$ cat src/design/oflow_pkg.sv
// shared widths, feature struct and FSM state enum for the score stage

package oflow_pkg;

	// ------------------------------
	// widths
	// ------------------------------

	// object id, 0 marks an empty slot
	localparam int ID_LEN = 4;

	// one feature field
	localparam int FEAT_W = 8;

	// sum of four feature differences
	// 4 * 255 = 1020 fits in FEAT_W + 2 bits
	localparam int SCORE_W = FEAT_W + 2;

	// ------------------------------
	// types
	// ------------------------------

	// object features, 32 bits packed
	typedef struct packed {
		logic [FEAT_W-1:0] x;
		logic [FEAT_W-1:0] y;
		logic [FEAT_W-1:0] w;
		logic [FEAT_W-1:0] h;
	} oflow_feature_t;

	// score calc control states
	typedef enum logic [1:0] {
		idle_st,
		similarity_metric_st,
		wait_st
	} oflow_score_fsm_t;

endpackage

$ cat src/design/oflow_sm_if.sv
// similarity metric lane interface and its modports
`timescale 1ns/1ps

interface oflow_sm_if import oflow_pkg::*; ();

	// start strobe from the control FSM
	logic start;

	// stored object at the current pair pointer
	logic [ID_LEN-1:0] id;
	oflow_feature_t stored;

	// lane result, valid with done
	logic done;
	logic [SCORE_W-1:0] score;
	logic [ID_LEN-1:0] score_id;

	// object table side
	modport buf_mp (
		input  start,
		output id,
		output stored
	);

	// control FSM side
	modport fsm_mp (
		output start,
		input  id,
		input  done
	);

	// metric unit side
	modport metric_mp (
		input  start,
		input  id,
		input  stored,
		output done,
		output score,
		output score_id
	);

	// best match select side
	modport sel_mp (
		input done,
		input score,
		input score_id
	);

endinterface

$ cat src/design/oflow_score_buffer.sv
// object table with write port, pair read pointer and done_read strobe
`timescale 1ns/1ps

module oflow_score_buffer import oflow_pkg::*; #(
	parameter int NUM_OBJ = 8
) (
	input  logic clk,
	input  logic reset_N,
	input  logic start_score_calc,
	input  logic wr_en,
	input  logic [$clog2(NUM_OBJ)-1:0] wr_addr,
	input  logic [ID_LEN-1:0] wr_id,
	input  oflow_feature_t wr_feat,
	oflow_sm_if.buf_mp lane_0,
	oflow_sm_if.buf_mp lane_1,
	output logic done_read
);

	// ------------------------------
	// locals
	// ------------------------------

	localparam int NUM_PAIRS = NUM_OBJ / 2;
	localparam int PTR_W = (NUM_PAIRS > 1) ? $clog2(NUM_PAIRS) : 1;

	// table storage
	logic [ID_LEN-1:0] slot_id [NUM_OBJ];
	oflow_feature_t slot_feat [NUM_OBJ];

	// pair pointer and run tracking
	logic [PTR_W-1:0] rd_ptr;
	logic [PTR_W-1:0] cur_ptr;
	logic busy;
	logic last_pair;

	// ------------------------------
	// table writes
	// ------------------------------

	// ids cleared so an unwritten slot reads as empty
	always_ff @(posedge clk or negedge reset_N) begin
		if (!reset_N) begin
			for (int i = 0; i < NUM_OBJ; i++) begin
				slot_id[i] <= '0;
			end
		end else if (wr_en) begin
			slot_id[wr_addr] <= wr_id;
		end
	end

	// feature payload
	always_ff @(posedge clk) begin
		if (wr_en) begin
			slot_feat[wr_addr] <= wr_feat;
		end
	end

	// ------------------------------
	// pair pointer
	// ------------------------------

	// a start outside a run points back at pair 0
	assign cur_ptr = (start_score_calc && !busy) ? '0 : rd_ptr;
	assign last_pair = (cur_ptr == PTR_W'(NUM_PAIRS - 1));

	always_ff @(posedge clk or negedge reset_N) begin
		if (!reset_N) begin
			rd_ptr <= '0;
			busy <= 1'b0;
			done_read <= 1'b0;
		end else begin
			done_read <= 1'b0;
			if (lane_0.start) begin
				if (last_pair) begin
					// final pair issued, wrap for the next run
					rd_ptr <= '0;
					busy <= 1'b0;
					done_read <= 1'b1;
				end else begin
					rd_ptr <= cur_ptr + 1'b1;
					busy <= 1'b1;
				end
			end else if (start_score_calc && !busy) begin
				rd_ptr <= '0;
			end
		end
	end

	// ------------------------------
	// lane read out
	// ------------------------------

	// even slot on lane 0, odd slot on lane 1
	assign lane_0.id = slot_id[{cur_ptr, 1'b0}];
	assign lane_0.stored = slot_feat[{cur_ptr, 1'b0}];
	assign lane_1.id = slot_id[{cur_ptr, 1'b1}];
	assign lane_1.stored = slot_feat[{cur_ptr, 1'b1}];

endmodule

$ cat src/design/oflow_score_calc_fsm.sv
// control FSM that sequences both metric lanes over all table pairs
`timescale 1ns/1ps

module oflow_score_calc_fsm import oflow_pkg::*; (
	input  logic clk,
	input  logic reset_N,
	input  logic start_score_calc,
	input  logic done_read,
	oflow_sm_if.fsm_mp lane_0,
	oflow_sm_if.fsm_mp lane_1,
	output logic done_score_calc
);

	// ------------------------------
	// locals
	// ------------------------------

	oflow_score_fsm_t cur_st;
	oflow_score_fsm_t nxt_st;

	// set once the buffer has issued the final pair
	logic last;

	// one pair launch this cycle
	logic start_pair;

	// ------------------------------
	// state register
	// ------------------------------

	always_ff @(posedge clk or negedge reset_N) begin
		if (!reset_N) begin
			cur_st <= idle_st;
		end else begin
			cur_st <= nxt_st;
		end
	end

	// ------------------------------
	// last pair flag
	// ------------------------------

	// cleared by the done of the final pair
	always_ff @(posedge clk or negedge reset_N) begin
		if (!reset_N) begin
			last <= 1'b0;
		end else if (done_read) begin
			last <= 1'b1;
		end else if (lane_0.done && last) begin
			last <= 1'b0;
		end
	end

	// ------------------------------
	// next state and strobes
	// ------------------------------

	always_comb begin
		nxt_st = cur_st;
		start_pair = 1'b0;
		done_score_calc = 1'b0;
		case (cur_st)
			idle_st: begin
				// starts elsewhere in the run are ignored
				if (start_score_calc) begin
					start_pair = 1'b1;
					nxt_st = similarity_metric_st;
				end
			end
			similarity_metric_st: begin
				// metric stage 1 busy
				nxt_st = wait_st;
			end
			wait_st: begin
				if (lane_0.done && !last) begin
					start_pair = 1'b1;
					nxt_st = similarity_metric_st;
				end else if (lane_0.done && last) begin
					done_score_calc = 1'b1;
					nxt_st = idle_st;
				end
			end
			default: begin
				nxt_st = idle_st;
			end
		endcase
	end

	// lane 0 always runs, lane 1 skips an empty odd slot
	assign lane_0.start = start_pair;
	assign lane_1.start = start_pair && (lane_1.id != '0);

endmodule

$ cat src/design/oflow_similarity_metric.sv
// two-stage sum of absolute differences, one unit per lane
`timescale 1ns/1ps

module oflow_similarity_metric import oflow_pkg::*; (
	input  logic clk,
	input  logic reset_N,
	input  oflow_feature_t cur_feat,
	oflow_sm_if.metric_mp lane
);

	// ------------------------------
	// locals
	// ------------------------------

	// stage 1 per-feature differences
	logic [FEAT_W-1:0] diff_x;
	logic [FEAT_W-1:0] diff_y;
	logic [FEAT_W-1:0] diff_w;
	logic [FEAT_W-1:0] diff_h;
	logic [ID_LEN-1:0] id_s1;
	logic valid_s1;

	// magnitude of a - b
	function automatic logic [FEAT_W-1:0] abs_diff(
		input logic [FEAT_W-1:0] a,
		input logic [FEAT_W-1:0] b
	);
		return (a > b) ? (a - b) : (b - a);
	endfunction

	// ------------------------------
	// stage 1
	// ------------------------------

	always_ff @(posedge clk or negedge reset_N) begin
		if (!reset_N) begin
			valid_s1 <= 1'b0;
		end else begin
			valid_s1 <= lane.start;
		end
	end

	// differences and id captured with the start
	always_ff @(posedge clk) begin
		if (lane.start) begin
			diff_x <= abs_diff(cur_feat.x, lane.stored.x);
			diff_y <= abs_diff(cur_feat.y, lane.stored.y);
			diff_w <= abs_diff(cur_feat.w, lane.stored.w);
			diff_h <= abs_diff(cur_feat.h, lane.stored.h);
			id_s1 <= lane.id;
		end
	end

	// ------------------------------
	// stage 2
	// ------------------------------

	always_ff @(posedge clk or negedge reset_N) begin
		if (!reset_N) begin
			lane.done <= 1'b0;
		end else begin
			lane.done <= valid_s1;
		end
	end

	// widen before adding, no overflow at SCORE_W
	always_ff @(posedge clk) begin
		if (valid_s1) begin
			lane.score <= SCORE_W'(diff_x) + SCORE_W'(diff_y)
				+ SCORE_W'(diff_w) + SCORE_W'(diff_h);
			lane.score_id <= id_s1;
		end
	end

endmodule

$ cat src/design/oflow_score_select.sv
// running minimum over both lane results and final best match register
`timescale 1ns/1ps

module oflow_score_select import oflow_pkg::*; (
	input  logic clk,
	input  logic reset_N,
	input  logic start_score_calc,
	input  logic done_score_calc,
	oflow_sm_if.sel_mp lane_0,
	oflow_sm_if.sel_mp lane_1,
	output logic result_valid,
	output logic [ID_LEN-1:0] best_id,
	output logic [SCORE_W-1:0] best_score,
	output logic match_found
);

	// ------------------------------
	// locals
	// ------------------------------

	// inside a run, extra starts leave the running best alone
	logic busy;

	// running best so far
	logic [SCORE_W-1:0] run_score;
	logic [ID_LEN-1:0] run_id;

	// after lane 0, after both lanes
	logic [SCORE_W-1:0] mrg0_score;
	logic [ID_LEN-1:0] mrg0_id;
	logic [SCORE_W-1:0] mrg_score;
	logic [ID_LEN-1:0] mrg_id;

	// ------------------------------
	// merge
	// ------------------------------

	// strictly lower wins, so ties keep the lower slot
	always_comb begin
		mrg0_score = run_score;
		mrg0_id = run_id;
		if (lane_0.done && (lane_0.score_id != '0) && (lane_0.score < run_score)) begin
			mrg0_score = lane_0.score;
			mrg0_id = lane_0.score_id;
		end
		mrg_score = mrg0_score;
		mrg_id = mrg0_id;
		if (lane_1.done && (lane_1.score_id != '0) && (lane_1.score < mrg0_score)) begin
			mrg_score = lane_1.score;
			mrg_id = lane_1.score_id;
		end
	end

	// ------------------------------
	// running best
	// ------------------------------

	always_ff @(posedge clk or negedge reset_N) begin
		if (!reset_N) begin
			busy <= 1'b0;
			run_score <= '1;
			run_id <= '0;
		end else begin
			if (done_score_calc) begin
				busy <= 1'b0;
			end else if (start_score_calc) begin
				busy <= 1'b1;
			end
			if (start_score_calc && !busy) begin
				// no candidate yet
				run_score <= '1;
				run_id <= '0;
			end else begin
				run_score <= mrg_score;
				run_id <= mrg_id;
			end
		end
	end

	// ------------------------------
	// result
	// ------------------------------

	always_ff @(posedge clk or negedge reset_N) begin
		if (!reset_N) begin
			result_valid <= 1'b0;
		end else begin
			result_valid <= done_score_calc;
		end
	end

	// final lane results merged in the same cycle
	always_ff @(posedge clk) begin
		if (done_score_calc) begin
			best_id <= mrg_id;
			best_score <= mrg_score;
			match_found <= (mrg_id != '0);
		end
	end

endmodule

$ cat src/design/oflow_score_calc_top.sv
// score calc top level, table, FSM, two metric lanes and best match select
`timescale 1ns/1ps

module oflow_score_calc_top import oflow_pkg::*; #(
	parameter int NUM_OBJ = 8
) (
	input  logic clk,
	input  logic reset_N,
	input  logic start_score_calc,
	// current object
	input  logic [FEAT_W-1:0] cur_x,
	input  logic [FEAT_W-1:0] cur_y,
	input  logic [FEAT_W-1:0] cur_w,
	input  logic [FEAT_W-1:0] cur_h,
	// table write port
	input  logic wr_en,
	input  logic [$clog2(NUM_OBJ)-1:0] wr_addr,
	input  logic [ID_LEN-1:0] wr_id,
	input  logic [FEAT_W-1:0] wr_x,
	input  logic [FEAT_W-1:0] wr_y,
	input  logic [FEAT_W-1:0] wr_w,
	input  logic [FEAT_W-1:0] wr_h,
	// best match
	output logic result_valid,
	output logic [ID_LEN-1:0] best_id,
	output logic [SCORE_W-1:0] best_score,
	output logic match_found
);

	// ------------------------------
	// wires
	// ------------------------------

	oflow_feature_t cur_feat;
	oflow_feature_t wr_feat;
	logic done_read;
	logic done_score_calc;

	// one lane per slot of a pair
	oflow_sm_if lane_0 ();
	oflow_sm_if lane_1 ();

	// pack the feature fields
	assign cur_feat = '{x: cur_x, y: cur_y, w: cur_w, h: cur_h};
	assign wr_feat = '{x: wr_x, y: wr_y, w: wr_w, h: wr_h};

	// ------------------------------
	// instances
	// ------------------------------

	oflow_score_buffer #(
		.NUM_OBJ (NUM_OBJ)
	) buf_i (
		.clk (clk),
		.reset_N (reset_N),
		.start_score_calc (start_score_calc),
		.wr_en (wr_en),
		.wr_addr (wr_addr),
		.wr_id (wr_id),
		.wr_feat (wr_feat),
		.lane_0 (lane_0),
		.lane_1 (lane_1),
		.done_read (done_read)
	);

	oflow_score_calc_fsm fsm_i (
		.clk (clk),
		.reset_N (reset_N),
		.start_score_calc (start_score_calc),
		.done_read (done_read),
		.lane_0 (lane_0),
		.lane_1 (lane_1),
		.done_score_calc (done_score_calc)
	);

	// even slot lane
	oflow_similarity_metric metric_0_i (
		.clk (clk),
		.reset_N (reset_N),
		.cur_feat (cur_feat),
		.lane (lane_0)
	);

	// odd slot lane
	oflow_similarity_metric metric_1_i (
		.clk (clk),
		.reset_N (reset_N),
		.cur_feat (cur_feat),
		.lane (lane_1)
	);

	oflow_score_select sel_i (
		.clk (clk),
		.reset_N (reset_N),
		.start_score_calc (start_score_calc),
		.done_score_calc (done_score_calc),
		.lane_0 (lane_0),
		.lane_1 (lane_1),
		.result_valid (result_valid),
		.best_id (best_id),
		.best_score (best_score),
		.match_found (match_found)
	);

endmodule

$ cat config.mk
export PLATFORM = sky130hd
export DESIGN_NAME = oflow_score_calc_top
export DESIGN_NICKNAME = d
export VERILOG_FILES = /design/src/design/oflow_pkg.sv /design/src/design/oflow_sm_if.sv /design/src/design/oflow_score_buffer.sv /design/src/design/oflow_score_calc_fsm.sv /design/src/design/oflow_similarity_metric.sv /design/src/design/oflow_score_select.sv /design/src/design/oflow_score_calc_top.sv
export SDC_FILE = /design/constraint.sdc
export NUM_CORES = 1
export LEC_CHECK = 0
export BUFFER_PORTS_ARGS = -buffer_cell sky130_fd_sc_hd__buf_2
export CAP_MARGIN = 20
export CORE_ASPECT_RATIO = 0.9
export CORE_MARGIN = 2
export CORE_UTILIZATION = 50
export CTS_BUF_LIST = sky130_fd_sc_hd__clkbuf_16
export CTS_CLUSTER_DIAMETER = 100
export DETAILED_ROUTE_END_ITERATION = 10
export HOLD_SLACK_MARGIN = 0.05
export PLACE_DENSITY = 0.66
export SLEW_MARGIN = 20
export SYNTH_ARGS = -nofsm -noshare
export SYNTH_HDL_FRONTEND = slang
export SYNTH_HIERARCHICAL = 1
export SYNTH_SLANG_ARGS = --single-unit
$ cat constraint.sdc
create_clock -name clk -period 7.08 [get_ports clk]
set_input_delay 0.354 -clock clk [delete_from_list [all_inputs] [get_ports clk]]
set_output_delay 0.354 -clock clk [all_outputs]
set_load 0.02 [all_outputs]
==> impl_results.md <==
- Status: finished, final reports clean
- CTS Hold Bufs: 32
- Max Cap Viol: 0
- DRT antenna net count: 0
- Register area share after synthesis: between 40 and 50%
- Average size of a mapped cell: roughly 12 µm²
- Root Driver: clkbuf_16
- Minimum clock period: about 5300 ps
- Setup violators final: 0
- Mapped Area: approximately 25,000 µm²
- Worst setup SP type: flip-flop
- CTS tree: built
- Die area: 52,400 µm²
- Period utilization: roughly three quarters
- Gpl congestion: about 0.88
- Initial DRC count: 1,412
- Synth cell types: 81
- Overall Global Routing Usage: 23.5%
- Largest family of logic cells by synthesized area: compound AO/OA/AOI/OAI gates
- Finished Cell Area: between 20,000 and 30,000 µm²
- Mux contribution to synthesized area: 7.20%
- Die extent in x: between 200 and 250 µm
- Final Hold Viols: 0
- Routed WL: about 60 mm
- Relative slew slack: about 27%
- Post-synthesis compound-gate area fraction: between 10% and 20%
- Max incr delay on CP: 900 ps
- Layout cells sized above 1: 17.6%
- Drt pass-1 iters: 5
- Post_cts resized: 0
- Top_reg_cell synth: edfxtp_1
- Xor/xnor share of the synthesized area: 0.761%
- EDFF count, synth: between 300 and 400
- Count of final max-slew check failures: 0
- Clock Skews: approximately 34 ps
- Worst EP arrival: approximately 5600 ps
- Warning count from the yosys run: 6
- Busiest grt layer: met2
- CP required: ~7400 ps
- Critical Path Sink Type: flip-flop
- Clk slew on worst S/H paths: roughly 60 ps
- Area growth from synthesis to layout: 10.6%
- Leading cell type in the layout, fill and taps excluded: edfxtp_1
- Post-DP Area: approximately 26,000 µm²
- I/O Pins: 91
- Wirelength per Cell: 20.7 µm
- Post-synthesis simple-gate area fraction: 9.92%
- Critical path cell sequence: inv_1 > ha_1 > a211oi_1 > o2111ai_1 > a211oi_4 > mux2_2 > inv_1 > ha_1 > a211oi_1 > nor2_1 > nor4b_1 > nand2_1 > o21ai_4 > mux2_2
- Nets: 2,514
- Post-route DRC: 0
- I/O Buffers: 90
- Post-CTS Setup Bufs: 0
- Vias in the first global route: ~17,000
- Met2 Track Usage GR: between 30% and 40%
- Synthesized Nets: around 2,500
- Crit Path Category: flip-flop to flip-flop
- Core Rows: around 80
- Initial antenna violation count: 9
- Async S/R FF share, synth: 13.7%
- Synth Instances: approximately 2,200
- Unrepaired setup endpoints after global routing: false
- Fill count: 4,251
- DP HPWL: about 42 mm
- Vias: 17,300
- TNS Setup: 0 ps
- Die Y: 217 µm
- CP max FO: 27
- Hold Path Class: input pin to flip-flop
- DR vias/cell: 5.84
- Most frequent cells in the layout: edfxtp_1, inv_1, ha_1, nor2_1, mux2_2
- GRT overflow: 0
- H-tree Lvls: 2
- Fmax: approximately 190 MHz
- Met3 GRT Util: ~3.5%
- CP max stage cell: o21ai_4
- #FFs+latches synth: between 400 and 500
- Clock Latency Late Sink: roughly 600 ps
- Num CTS Buffers: 45
- Post-Synth Adder-Cell Area: between 10% and 20%
- Max Root-Sink Buffers: 3
- First-pass GRT wire length: ~95 mm
- Core Area: 50,200 µm²
- Worst Max-Slew Pin Slew: approximately 1100 ps
- Initial core utilization: 50.5%
- Largest net degree at the start of global routing: around 120
- # clock sinks: between 400 and 500
- Met1 Use GR: 35.0%
flip-flops by register name, indices dropped and copies added, names as in the netlist, 10 cells and up:
signal                 count
buf_i/slot_feat          256
metric_0_i/lane.score     10
sel_i/run_score           10
sel_i/best_score          10
buf_i/slot_id             32
metric_1_i/lane.score     10
cells in the mapped netlist, drive strengths merged, types with 8 or more instances:
library cell | n | area (µm²)
a22oi | 13 | 97.6
a21oi | 103 | 523
ha | 156 | 1950
a31oi | 80 | 500
xnor2 | 14 | 123
nand2 | 94 | 353
clkbuf | 46 | 185
mux2i | 41 | 410
a21o | 30 | 225
inv | 243 | 912
nor4 | 9 | 56.3
dfstp | 10 | 263
o21a | 11 | 82.6
or3 | 14 | 87.6
mux2 | 123 | 1410
nand3b | 24 | 180
a211oi | 40 | 313
dfrtp | 49 | 1230
nand4 | 19 | 119
nor2b | 8 | 87.6
or2 | 19 | 119
o31ai | 15 | 113
buf | 82 | 465
xor2 | 8 | 70.1
fa | 48 | 961
o21ai | 56 | 292
nand3 | 22 | 110
edfxtp | 371 | 11100
nor2 | 135 | 509
nand2b | 16 | 103
a2111oi | 11 | 129
nor3 | 107 | 551
or4 | 12 | 90.1
o221a | 72 | 811
per-stage QoR:
| step | hold WS (ps) | setup slack [ps] | instances | utilization (%) |
|---|---|---|---|---|
| 5_1_grt | 80.6 | 1440 | 2955 | 55.8 |
| 2_1_floorplan | 58.4 | 2920 | 2175 | - |
| 6_report | 67.6 | 1780 | 2955 | 55.8 |
| 3_3_place_gp | 405 | 1930 | 2836 | 52.2 |
| 3_5_place_dp | 408 | 1840 | 2836 | 52.2 |
| 4_1_cts | 51.3 | 1780 | 2949 | 55.8 |
final cells by class:
type | count | area, µm² | area share, %
multi-input combinational | 1374 | 11200 | 39.9
clock buffer | 45 | 1130 | 4.02
sequential | 430 | 12600 | 45.2
clock inverter | 36 | 358 | 1.28
inverter | 243 | 912 | 3.26
antenna | 6 | 15.0 | 0.0537
tap | 680 | 851 | 3.04
timing repair buffer | 141 | 926 | 3.31
worst paths after layout:
kind,slack (ps),start,cells past startpoint,endpoint
hold / removal,70,wr_h[2],1,buf_i/slot_feat[5][2]
setup / recovery,1780,sel_i/run_score[7],14,sel_i/best_id[1]
min in group asynchronous,460,reset_N,3,buf_i/slot_id[25]
hold reg to reg,420,metric_1_i/id_s1[2],0,metric_1_i/lane.score_id[2]
max in group asynchronous,5970,reset_N,3,buf_i/rd_ptr[0]
setup reg to reg,1780,sel_i/run_score[7],14,sel_i/best_id[1]
per-layer routing:
layer,vias up,share of wire (%)
met1,8523,47
met4,0,2.4
met3,90,5.7
li1,8183,-
met5,-,0
met2,469,45
worst max-delay path, delay by kind of cell (launching register included):
family | cells | cell delay [ps]
AO/OA/AOI/OAI | 5 | 2300
multiplexers | 2 | 870
AND/OR/NAND/NOR | 3 | 730
flip-flops | 1 | 530
adder cells (fa/ha/maj) | 2 | 510
buffers and inverters | 2 | 100
kinds of logic (layout without fill, tap and decap cells):
kind of cell	after synthesis	after routing
XOR/XNOR	22	22
AO/OA/AOI/OAI	487	487
multiplexers	164	164
flip-flops	430	430
AND/OR/NAND/NOR	497	497
buffers and inverters	371	465
adder cells (fa/ha/maj)	204	204
other	0	6
Power is not shown: default switching activity piles up to over one toggle a cycle in this logic, so the estimate is an artifact.
